==> config.mk <==
export PLATFORM = sky130hd
export DESIGN_NAME = z80_dram_bridge
export DESIGN_NICKNAME = d
export VERILOG_FILES = /design/src/verilog/z80_pkg.sv /design/src/verilog/dram_pkg.sv /design/src/verilog/z80_bus_capture.sv /design/src/verilog/cmd_fifo.sv /design/src/verilog/dram_writer.sv /design/src/verilog/z80_dram_bridge.sv
export SDC_FILE = /design/constraint.sdc
export NUM_CORES = 1
export LEC_CHECK = 0
export CAP_MARGIN = 20
export CORE_ASPECT_RATIO = 1.25
export CORE_MARGIN = 1.5
export CORE_UTILIZATION = 30
export CTS_BUF_LIST = sky130_fd_sc_hd__clkbuf_8
export DETAILED_ROUTE_END_ITERATION = 10
export DONT_BUFFER_PORTS = 1
export GPL_TIMING_DRIVEN = 0
export PLACE_DENSITY = 0.42
export SYNTH_ARGS = -nofsm -noshare
export SYNTH_HDL_FRONTEND = slang
export SYNTH_SLANG_ARGS = --single-unit
==> constraint.sdc <==
create_clock -name fclk -period 9.4 [get_ports fclk]
set_input_delay 1.88 -clock fclk [delete_from_list [all_inputs] [get_ports fclk]]
set_output_delay 1.88 -clock fclk [all_outputs]
set_load 0.02 [all_outputs]
==> src/verilog/z80_pkg.sv <==
// Z80 side constants: bus widths, memory windows, page port
// and the page table contents after reset

`default_nettype none

package z80_pkg;

	// cpu bus
	localparam int ADDR_W = 16;
	localparam int DATA_W = 8;

	// 64K space split into 16K windows
	localparam int WIN_BITS = 2;
	localparam int WINDOWS  = 1 << WIN_BITS;

	// one page register per window, window 0 is the ROM
	localparam int PAGE_W = 8;

	// port low byte that loads a page register
	localparam logic [7:0] PAGE_PORT = 8'hF7;

	// pages for windows 3..1 after reset
	// window 1 -> 5, window 2 -> 2, window 3 -> 0
	localparam logic [WINDOWS-1:1][PAGE_W-1:0] RESET_PAGES = {
		8'd0,
		8'd2,
		8'd5
	};

endpackage

`default_nettype wire

==> src/verilog/dram_pkg.sv <==
// DRAM side constants: byte address split, data bus width
// and the queued write command

`default_nettype none

package dram_pkg;

	// 4M bytes over two 16-bit banks
	localparam int BADDR_W = 22;
	localparam int MA_W    = 10;
	localparam int DQ_W    = 16;
	localparam int BYTE_W  = DQ_W / 2;

	// byte address layout
	// row 21..12, column 11..2, chip select 1, byte select 0
	localparam int ROW_LSB  = 12;
	localparam int COL_LSB  = 2;
	localparam int CHIP_BIT = 1;
	localparam int BYTE_BIT = 0;

	// one byte write, as queued between capture and writer
	typedef struct packed {
		logic [BADDR_W-1:0] addr;
		logic [BYTE_W-1:0]  data;
	} wr_cmd_t;

endpackage

`default_nettype wire

==> src/verilog/z80_bus_capture.sv <==
// Z80 strobe synchronizer, write decoder, page table
// and mapping of memory writes to DRAM byte addresses

`timescale 1ns/1ns
`default_nettype none

module z80_bus_capture
(
	input  wire                          fclk,
	input  wire                          rst_n,

	input  wire                          mreq_n,
	input  wire                          iorq_n,
	input  wire                          wr_n,
	input  wire  [z80_pkg::ADDR_W-1:0]   a,
	input  wire  [z80_pkg::DATA_W-1:0]   d,

	input  wire                          full,
	output logic                         push,
	output dram_pkg::wr_cmd_t            push_cmd,
	output logic                         wait_n
);

	// offset bits inside one 16K window
	localparam int OFS_W = z80_pkg::ADDR_W - z80_pkg::WIN_BITS;

	// [0],[1] synchronizer stages, [2] previous synced sample
	logic [2:0] mreq_sr;
	logic [2:0] iorq_sr;
	logic [2:0] wr_sr;

	logic [z80_pkg::ADDR_W-1:0] a_q;
	logic [z80_pkg::DATA_W-1:0] d_q;

	logic [z80_pkg::WIN_BITS-1:0] win;
	logic wr_rise;
	logic page_wr;
	logic mem_req;

	// command waiting for room in the FIFO
	logic pend;

	logic [z80_pkg::WINDOWS-1:1][z80_pkg::PAGE_W-1:0] page;

	// strobes are async to fclk
	always_ff @(posedge fclk)
	begin
		if (!rst_n)
		begin
			mreq_sr <= '1;
			iorq_sr <= '1;
			wr_sr   <= '1;
		end
		else
		begin
			mreq_sr <= {mreq_sr[1:0], mreq_n};
			iorq_sr <= {iorq_sr[1:0], iorq_n};
			wr_sr   <= {wr_sr[1:0], wr_n};
		end
	end

	// bus is stable while synced wr_n low
	always_ff @(posedge fclk)
	begin
		if (!wr_sr[1])
		begin
			a_q <= a;
			d_q <= d;
		end
	end

	// end of write cycle, classified by the sample before it
	assign wr_rise = wr_sr[1] & ~wr_sr[2];
	assign win     = a_q[z80_pkg::ADDR_W-1 -: z80_pkg::WIN_BITS];

	assign page_wr = wr_rise & ~iorq_sr[2] & (a_q[7:0] == z80_pkg::PAGE_PORT) & (win != '0);
	// ROM window writes fall out here
	assign mem_req = wr_rise & ~mreq_sr[2] & (win != '0);

	// page registers, window 0 has none
	always_ff @(posedge fclk)
	begin
		if (!rst_n)
			page <= z80_pkg::RESET_PAGES;
		else if (page_wr)
			page[win] <= d_q;
	end

	// command register
	always_ff @(posedge fclk)
	begin
		if (mem_req)
		begin
			push_cmd.addr <= {page[win], a_q[OFS_W-1:0]};
			push_cmd.data <= d_q;
		end
	end

	// push now, or park until full drops
	always_ff @(posedge fclk)
	begin
		if (!rst_n)
		begin
			push <= 1'b0;
			pend <= 1'b0;
		end
		else
		begin
			push <= 1'b0;
			if (mem_req)
			begin
				if (full)
					pend <= 1'b1;
				else
					push <= 1'b1;
			end
			else if (pend && !full)
			begin
				push <= 1'b1;
				pend <= 1'b0;
			end
		end
	end

	// stall the next bus cycle while a command is parked
	assign wait_n = ~pend;

endmodule

`default_nettype wire

==> src/verilog/cmd_fifo.sv <==
// command FIFO between bus capture and DRAM writer
// circular buffer with full and empty from extended pointers

`timescale 1ns/1ns
`default_nettype none

module cmd_fifo
#(
	parameter int FIFO_DEPTH = 8
)
(
	input  wire                    fclk,
	input  wire                    rst_n,

	input  wire                    push,
	input  wire dram_pkg::wr_cmd_t push_cmd,

	input  wire                    pop,
	output dram_pkg::wr_cmd_t      pop_cmd,

	output logic                   full,
	output logic                   empty
);

	localparam int IDX_W = $clog2(FIFO_DEPTH);

	dram_pkg::wr_cmd_t mem [FIFO_DEPTH];

	// extra msb tells wrap parity
	logic [IDX_W:0] wr_ptr;
	logic [IDX_W:0] rd_ptr;

	logic do_push;
	logic do_pop;

	// strobes outside the legal state are ignored
	assign do_push = push & ~full;
	assign do_pop  = pop & ~empty;

	always_ff @(posedge fclk)
	begin
		if (do_push)
			mem[wr_ptr[IDX_W-1:0]] <= push_cmd;
	end

	always_ff @(posedge fclk)
	begin
		if (!rst_n)
		begin
			wr_ptr <= '0;
			rd_ptr <= '0;
		end
		else
		begin
			if (do_push)
				wr_ptr <= wr_ptr + 1'b1;
			if (do_pop)
				rd_ptr <= rd_ptr + 1'b1;
		end
	end

	// head straight out of the register array
	assign pop_cmd = mem[rd_ptr[IDX_W-1:0]];

	// same index and wrap parity decides full
	assign empty = (wr_ptr == rd_ptr);
	assign full  = (wr_ptr[IDX_W-1:0] == rd_ptr[IDX_W-1:0]) &&
	               (wr_ptr[IDX_W] != rd_ptr[IDX_W]);

endmodule

`default_nettype wire

==> src/verilog/dram_writer.sv <==
// DRAM write sequencer with IDLE/RAS/CAS/PRE per queued byte
// strobes and address registered straight to the pins

`timescale 1ns/1ns
`default_nettype none

module dram_writer
(
	input  wire                          fclk,
	input  wire                          rst_n,

	input  wire                          empty,
	input  wire dram_pkg::wr_cmd_t       pop_cmd,
	output logic                         pop,

	output logic [dram_pkg::MA_W-1:0]    ra,
	output logic [dram_pkg::DQ_W-1:0]    rd,
	output logic                         rwe_n,
	output logic                         rucas_n,
	output logic                         rlcas_n,
	output logic                         rras0_n,
	output logic                         rras1_n
);

	typedef enum logic [1:0] {
		IDLE,
		RAS,
		CAS,
		PRE
	} state_t;

	state_t state;

	// popped command for the column phase
	dram_pkg::wr_cmd_t cmd_q;

	// take the head whenever idle
	assign pop = (state == IDLE) & ~empty;

	// row then column on ra, data lanes
	always_ff @(posedge fclk)
	begin
		if (pop)
		begin
			cmd_q <= pop_cmd;
			ra    <= pop_cmd.addr[dram_pkg::ROW_LSB +: dram_pkg::MA_W];
		end
		else if (state == RAS)
		begin
			ra <= cmd_q.addr[dram_pkg::COL_LSB +: dram_pkg::MA_W];
			// byte on both halves while cas picks the lane
			rd <= {2{cmd_q.data}};
		end
	end

	always_ff @(posedge fclk)
	begin
		if (!rst_n)
		begin
			state   <= IDLE;
			rwe_n   <= 1'b1;
			rucas_n <= 1'b1;
			rlcas_n <= 1'b1;
			rras0_n <= 1'b1;
			rras1_n <= 1'b1;
		end
		else
		begin
			case (state)
				IDLE:
				begin
					if (pop)
					begin
						// chip select bit picks the bank
						rras0_n <= pop_cmd.addr[dram_pkg::CHIP_BIT];
						rras1_n <= ~pop_cmd.addr[dram_pkg::CHIP_BIT];
						state   <= RAS;
					end
				end
				RAS:
				begin
					// ras stays low through cas
					rwe_n   <= 1'b0;
					rucas_n <= cmd_q.addr[dram_pkg::BYTE_BIT];
					rlcas_n <= ~cmd_q.addr[dram_pkg::BYTE_BIT];
					state   <= CAS;
				end
				CAS:
				begin
					// precharge with all strobes high
					rwe_n   <= 1'b1;
					rucas_n <= 1'b1;
					rlcas_n <= 1'b1;
					rras0_n <= 1'b1;
					rras1_n <= 1'b1;
					state   <= PRE;
				end
				default:
					state <= IDLE;
			endcase
		end
	end

endmodule

`default_nettype wire

==> src/verilog/z80_dram_bridge.sv <==
// top level of the Z80 to DRAM write path
// bus capture, command FIFO and DRAM writer

`timescale 1ns/1ns
`default_nettype none

module z80_dram_bridge
#(
	parameter int FIFO_DEPTH = 8
)
(
	input  wire                       fclk,
	input  wire                       rst_n,

	// z80 bus
	input  wire                       mreq_n,
	input  wire                       iorq_n,
	input  wire                       wr_n,
	input  wire  [15:0]               a,
	input  wire  [7:0]                d,
	output logic                      wait_n,

	// dram pins
	output logic [9:0]                ra,
	output logic [15:0]               rd,
	output logic                      rwe_n,
	output logic                      rucas_n,
	output logic                      rlcas_n,
	output logic                      rras0_n,
	output logic                      rras1_n
);

	// capture to fifo
	logic              push;
	dram_pkg::wr_cmd_t push_cmd;
	logic              full;

	// fifo to writer
	logic              pop;
	dram_pkg::wr_cmd_t pop_cmd;
	logic              empty;

	z80_bus_capture i_z80_bus_capture (
		.fclk     (fclk),
		.rst_n    (rst_n),
		.mreq_n   (mreq_n),
		.iorq_n   (iorq_n),
		.wr_n     (wr_n),
		.a        (a),
		.d        (d),
		.full     (full),
		.push     (push),
		.push_cmd (push_cmd),
		.wait_n   (wait_n)
	);

	cmd_fifo #(
		.FIFO_DEPTH (FIFO_DEPTH)
	) i_cmd_fifo (
		.fclk     (fclk),
		.rst_n    (rst_n),
		.push     (push),
		.push_cmd (push_cmd),
		.pop      (pop),
		.pop_cmd  (pop_cmd),
		.full     (full),
		.empty    (empty)
	);

	dram_writer i_dram_writer (
		.fclk     (fclk),
		.rst_n    (rst_n),
		.empty    (empty),
		.pop_cmd  (pop_cmd),
		.pop      (pop),
		.ra       (ra),
		.rd       (rd),
		.rwe_n    (rwe_n),
		.rucas_n  (rucas_n),
		.rlcas_n  (rlcas_n),
		.rras0_n  (rras0_n),
		.rras1_n  (rras1_n)
	);

endmodule

`default_nettype wire

Yosys cells after proc, flatten, opt, wreduce, memory -nomap -nowiden
Memories as Yosys holds them, arrays and structs flattened. A register that Yosys moved wholly into a read port is not among the register bits.
Index checks and enable logic that the tools add are counted.
Widths: inputs -> output; s select.
{"block": "totals", "regBits": 150, "inputBits": 29, "rom_bits": 0, "latchBits": 0, "n_memories": 1, "ram_bits": 240}
{"block": "op_classes", "n_reduce_logical": 13, "shift": 0, "n_lt_le_gt_ge": 2, "bitwise_logic": 18, "n_div": 0, "n_mul": 0, "muxes": 26, "n_eq_ne": 8, "addsub": 2}
{"name": "i_cmd_fifo.mem", "words": 8, "width": 30, "read_ports": 1, "rd_clocked_by_memory_dff": 1, "write_ports": 1, "line_no": "cmd_fifo.sv:27", "text": "dram_pkg::wr_cmd_t mem [FIFO_DEPTH];"}
{"cell": "$bwmux 24", "n": 1}
{"cell": "$mux 10", "n": 2}
{"cell": "$bmux 8 s2", "n": 1}
{"cell": "$demux 8 s2", "n": 1}
{"cell": "$mux 8", "n": 2}
{"cell": "$mux 1", "n": 10}
{"cell": "$pmux 1 s2", "n": 5}
{"cell": "$reduce_bool 2->1", "n": 5}
{"cell": "$and 1x1->1", "n": 9}
{"cell": "$not 1->1", "n": 9}
{"cell": "$add 4x1->4 const B", "n": 2}
{"cell": "$eq 8x8->1 const B", "n": 1}
{"cell": "$mux 3", "n": 2}
{"cell": "$pmux 2 s3", "n": 1}
{"cell": "$reduce_and 2->1", "n": 3}
{"cell": "$eq 4x4->1", "n": 1}
{"cell": "$eq 3x3->1", "n": 1}
{"cell": "$logic_and 1x1->1", "n": 3}
{"cell": "$lt 2x3->1 const B", "n": 1}
{"cell": "$eq 2x1->1 const B", "n": 1}
{"cell": "$eq 2x2->1 const B", "n": 1}
{"cell": "$ge 2x1->1 const B", "n": 1}
{"cell": "$logic_not 2->1", "n": 1}
{"cell": "$mux 2", "n": 1}
{"cell": "other kinds (4)", "n": 4}

Depth between registers and ports, before layout
{"block": "depth", "word_depth": 6, "ltp_mapped": 7, "depth_no_buf": 6}

Hierarchy
Synthesis repeated with hierarchy kept, for this count alone.
{"block": "unflattened", "hier_cells": 727, "area_unflattened_um2": 14841.7}
{"module": "cmd_fifo", "area_per_inst_um2": 10004.6, "cells_per_inst": 430, "instances": 1}
{"module": "z80_bus_capture", "area_per_inst_um2": 3166.8, "cells_per_inst": 203, "instances": 1}
{"module": "dram_writer", "area_per_inst_um2": 1670.4, "cells_per_inst": 94, "instances": 1}

Worst setup path before layout
No wires, ideal clock.
{"block": "synth_timing", "path_type": "register -> register", "startpoint": "register i_z80_bus_capture.wr_sr[1]", "endpoint": "register i_z80_bus_capture.pend", "path_slack_ns": 4.894, "n_path_buf": 0, "period_less_slack_ns": 4.506, "setup_time_ns": 0.082, "stages_incl_launch_ff": 5, "required_ns": 9.318, "arrival_time_ns": 4.425, "path_cell_list": "dfxtp_1 > inv_1 > nor4_1 > o21ai_0 > a21boi_0"}
{"block": "synth_via", "elab_chain_len": 5, "word_cells_on_any_way": 7, "classes_between": "eq/ne (1); mux (1); bitwise (3); reduce/logical (2)"}
{"item": "start: declaration", "line_no": "z80_bus_capture.sv:30", "text": "logic [2:0] wr_sr;"}
{"item": "start signal: assignment", "line_no": "z80_bus_capture.sv:58", "text": "wr_sr <= {wr_sr[1:0], wr_n};"}
{"item": "$and 1x1->1 (*)", "line_no": "z80_bus_capture.sv:73", "text": "assign wr_rise = wr_sr[1] & ~wr_sr[2];"}
{"item": "$and 1x1->1 (*) (2 in a row)", "line_no": "z80_bus_capture.sv:78", "text": "assign mem_req = wr_rise & ~mreq_sr[2] & (win != '0);"}
{"item": "named net i_z80_bus_capture.mem_req", "line_no": "z80_bus_capture.sv:38", "text": "logic mem_req;"}
{"item": "$ne 2x1->1 (no source line) / $reduce_bool 2->1 (equally long branches)"}
{"item": "$reduce_and 2->1 (no source line)"}
{"item": "end signal: assignment", "line_no": "z80_bus_capture.sv:105", "text": "pend <= 1'b0;"}
{"item": "end signal: assignment", "line_no": "z80_bus_capture.sv:113", "text": "pend <= 1'b1;"}
{"item": "end signal: assignment", "line_no": "z80_bus_capture.sv:120", "text": "pend <= 1'b0;"}
{"item": "end: declaration", "line_no": "z80_bus_capture.sv:41", "text": "logic pend;"}
Mark *: on every way through the listed nets, which the timed path passes. The rest lies on a longest branch.
A chain may end at the register's enable or synchronous reset.

Worst setup path in the final report
{"block": "layout_timing", "startpoint": "register i_dram_writer.rd[11] in the netlist's numbering", "endpoint": "output port rd[11]"}
{"item": "start: declaration", "line_no": "dram_writer.sv:17", "text": "output logic [dram_pkg::DQ_W-1:0] rd,"}
{"item": "start signal: assignment", "line_no": "dram_writer.sv:52", "text": "rd <= {2{cmd_q.data}};"}
{"item": "end: declaration", "line_no": "z80_dram_bridge.sv:25", "text": "output logic [15:0] rd,"}
No word-level cell between the ends.

==> impl_metrics.json <==
{
  "worst_slew_margin_rel_pct": 36.1,
  "fin_skew_ps": 19.8,
  "critPathKind": "register to primary output",
  "synth_top_area_share_pct": 69.5,
  "cts.sink_count": 384,
  "initial_antenna_violation_count": 3,
  "clk_transition_reported_paths_ps": 60,
  "power-per-cell-area_nw_per_um2": 228,
  "reg2reg_depth": 7,
  "worstPathMaxFanout": 2,
  "totalNegativeSetupSlack_ps": 0,
  "floorplan.initialDensity_pct": 30.4,
  "total_nets_final": 833,
  "tightest_slew_ps": 951,
  "detail_route.wirelength_um": 32800,
  "dpl_worst_slack_ps": 6230,
  "vias_per_cell": 4.48,
  "synth.yosys.seq_area_share_pct": 76.9,
  "seqPwrFrac_pct": 51.8,
  "floorplan.io_pins": 61,
  "synth.cell_area_um2": 14300,
  "ant_nets": 0,
  "run_status": "completed",
  "async_flop_share_pct": 0,
  "synthFlopType": "sky130_fd_sc_hd__edfxtp_1",
  "crit_required_ps": 7520,
  "x_dimension_of_the_die_um": 198,
  "max_stage_delay_ps": 510,
  "p_switching_mw": 0.943,
  "areaGrowthSynthToFinish_pct": 17.2,
  "cts.repair_timing.setup_buffer_count": 0,
  "routed_wire_length_per_instance_um": 22.0,
  "internal_power_mw": 2.89,
  "number_of_enable_type_register_cells_in_the_synthesized_netlist": 331,
  "place.port_buffers": 0,
  "cp-end-kind": "primary output",
  "timing.final.hold_violations": 0,
  "fp.dieH_um": 247,
  "final_layout_size_suffix_gt1_share_pct": 27.1,
  "crit-reg2reg-capture": "i_cmd_fifo.mem[4][3]",
  "sw_ratio_pct": 24.6,
  "ys_warn_count": 0,
  "cp_num_buf_inv": 1,
  "grt_start_max_net_pins": 21,
  "final.period_utilization_pct": 34.4,
  "crit_arrival_ps": 1350,
  "post_dp_cell_area_um2": 15500,
  "timing.hold.worst.start": "i_z80_bus_capture.iorq_sr[1]",
  "layout_common_cells": "sky130_fd_sc_hd__edfxtp_1, sky130_fd_sc_hd__clkbuf_8, sky130_fd_sc_hd__mux4_2",
  "dp_hpwl_um": 21800,
  "lkg_pwr_nw": 5.42,
  "die_area_um2": 49000,
  "overflow": 0,
  "smallest_setup_slack_after_layout_ps": 6170,
  "dr_total_vias": 6663,
  "top_post_synthesis_cells_by_area": "sky130_fd_sc_hd__edfxtp_1, sky130_fd_sc_hd__mux4_2, sky130_fd_sc_hd__dfxtp_1",
  "h-tree-depth": 2,
  "number_of_instances_in_the_synthesized_netlist": 712,
  "post-route-drc-count": 0,
  "grt_pass1_vias": 7322,
  "layout_min_cycle_time_ps": 3230,
  "cts.repair.resized": 0,
  "rsz0062_at_grt": "no",
  "timing.max_cap.violations": 0,
  "yosysUniqueCellTypes": 48,
  "clk_root_buffer_cell": "sky130_fd_sc_hd__clkbuf_8",
  "mostFrequentLayoutCell": "sky130_fd_sc_hd__edfxtp_1",
  "max_freq_ghz": 0.310,
  "max-clock-path-buffers": 3,
  "path_delay_family": "flip-flops",
  "power.clock.fraction_pct": 38.5,
  "setup_viol_count_final": 0,
  "weighted_congestion_reported_at_the_end_of_routability_driven_placement": 0.737,
  "slowest_stage_cell_crit_path": "sky130_fd_sc_hd__edfxtp_1",
  "cts_hold_repair.buffers": 0,
  "rows": 89,
  "timing.rr.start": "i_cmd_fifo.wr_ptr[1]",
  "insertion_delay_ps": 630,
  "track_usage_pct": 13.8,
  "worst-r2r-setup-slack_ps": 6610,
  "synth_largest_area_cell": "sky130_fd_sc_hd__edfxtp_1",
  "cts_made_buffers": 61,
  "synth_seq_cells": 384,
  "post_synthesis_net_count": 747,
  "timing.hold.worst_endpoint": "i_z80_bus_capture.iorq_sr[2]",
  "crit_path_cell_chain": "buf_4",
  "maxSlewViolCount": 0,
  "grt_first_pass_wirelength_um": 48300,
  "core_um2": 47100,
  "finalInstanceArea_um2": 16800,
  "dr.first_iter.drc_count": 494,
  "drt-pass1-iter-count": 4,
  "ir_worst_vdd_uv": 110,
  "hp-class": "register to register",
  "worstSetupStartpointType": "register",
  "cts_tree": "built",
  "hold_depth": 1,
  "combinationalPowerShare_pct": 9.7,
  "postSynthAreaPerCell_um2": 20.1
}
==> cells by family (layout without fill, tap and decap cells) <==
| kind of cell | Yosys count | in the layout | synth area share, % |
|---|---|---|---|
| DFF | 384 | 384 | 76.9 |
| muxes | 125 | 125 | 14.2 |
| and+or+nand+nor | 103 | 103 | 4.18 |
| buffers and inverters | 48 | 186 | 1.70 |
| AOI/OAI and AO/OA | 39 | 39 | 1.97 |
| xor gates and xnor gates | 7 | 7 | 0.533 |
| adders and majority gates | 6 | 6 | 0.525 |
| other | 0 | 1 | 0 |
==> worst max path at each step <==
| stage | startpoint | to | cells after the start |
|---|---|---|---|
| after floorplan | i_z80_bus_capture.wr_sr[1] | i_z80_bus_capture.pend | 4 |
| after global placement | i_z80_bus_capture.wr_sr[1] | i_z80_bus_capture.pend | 4 |
| after detailed placement | rst_n | i_dram_writer.rwe_n | 3 |
| after CTS | i_dram_writer.rd[11] | rd[11] | 1 |
| after global routing | i_dram_writer.rd[11] | rd[11] | 1 |
| final | i_dram_writer.rd[11] | rd[11] | 1 |
==> power groups by stage <==
stage	Combinational (mW)	Sequential, mW	Clock (mW)
global route	0.408	1.99	1.59
CTS	0.388	1.99	1.52
finish	0.372	1.98	1.48
global placement	0.383	2.02	0
floorplan	0.280	2.00	0
detailed placement	0.388	2.02	0
==> cells in the mapped netlist, types with 2 or more instances <==
master and number:
sky130_fd_sc_hd__o31ai_1 3, sky130_fd_sc_hd__o21ai_0 19, sky130_fd_sc_hd__xor2_1 2, sky130_fd_sc_hd__clkbuf_1 17, sky130_fd_sc_hd__ha_1 6, sky130_fd_sc_hd__nand2_1 24, sky130_fd_sc_hd__nor2_1 9, sky130_fd_sc_hd__xnor2_1 3
sky130_fd_sc_hd__nand4_1 2, sky130_fd_sc_hd__xor2_2 2, sky130_fd_sc_hd__a21oi_1 2, sky130_fd_sc_hd__edfxtp_1 331, sky130_fd_sc_hd__a22o_1 8, sky130_fd_sc_hd__nor4_1 3, sky130_fd_sc_hd__or4_1 2, sky130_fd_sc_hd__mux2i_1 38
sky130_fd_sc_hd__inv_1 7, sky130_fd_sc_hd__mux4_2 60, sky130_fd_sc_hd__nand2b_1 14, sky130_fd_sc_hd__nand3_1 4, sky130_fd_sc_hd__dfxtp_1 53, sky130_fd_sc_hd__nor3_1 4, sky130_fd_sc_hd__nand4b_1 2, sky130_fd_sc_hd__buf_2 12
sky130_fd_sc_hd__buf_4 9, sky130_fd_sc_hd__nor3b_1 2, sky130_fd_sc_hd__and2_1 3, sky130_fd_sc_hd__nor2b_1 24, sky130_fd_sc_hd__mux2_2 27, sky130_fd_sc_hd__buf_6 2
==> sequential cells by signal (all words and copies together), names as in the netlist, named ones only <==
name and count:
i_z80_bus_capture.push_cmd 30, i_z80_bus_capture.wr_sr 3, i_z80_bus_capture.d_q 8, i_dram_writer.cmd_q 19, i_dram_writer.rras1_n 1, i_z80_bus_capture.iorq_sr 3, i_dram_writer.ra 10, i_z80_bus_capture.pend 1
i_dram_writer.rd 8, i_z80_bus_capture.push 1, i_dram_writer.rucas_n 1, i_dram_writer.rlcas_n 1, i_z80_bus_capture.page 24, i_cmd_fifo.rd_ptr 4, i_cmd_fifo.mem 240, i_dram_writer.state 2
i_cmd_fifo.wr_ptr 4, i_z80_bus_capture.a_q 16, i_z80_bus_capture.mreq_sr 3, i_dram_writer.rras0_n 1, i_dram_writer.rwe_n 1
==> per-layer routing <==
layer,GRT usage [%],share of wire (%),routed length (um)
met4,5.81,3.2,1040
met2,24.7,52,17100
met1,16.1,41,13300
met3,2.70,4.1,1330
met5,0,0.040,13
==> stage by stage <==
| step | cells | total power, mW | util [%] | hold WS, ps |
|---|---|---|---|---|
| finish | 1488 | 3.83 | 35.6 | 404 |
| global route | 1488 | 3.99 | 35.6 | 419 |
| CTS | 1487 | 3.90 | 35.6 | 406 |
| detailed placement | 1372 | 2.41 | 32.9 | 393 |
| global placement | 1349 | 2.40 | 32.1 | 391 |
| floorplan | 712 | 2.28 | - | 386 |
==> final cells by class <==
| type | count | area [um2] |
|---|---|---|
| antenna | 1 | 2.50 |
| sequential | 384 | 11000 |
| multi-input combinational | 280 | 3130 |
| timing repair buffer | 23 | 337 |
| buffer | 41 | 218 |
| clock buffer | 62 | 853 |
| tap | 637 | 797 |
| fill | 4345 | 30300 |
| clock inverter | 53 | 408 |
| inverter | 7 | 26.3 |
No activity file was read; power rests on OpenSTA's default activity.
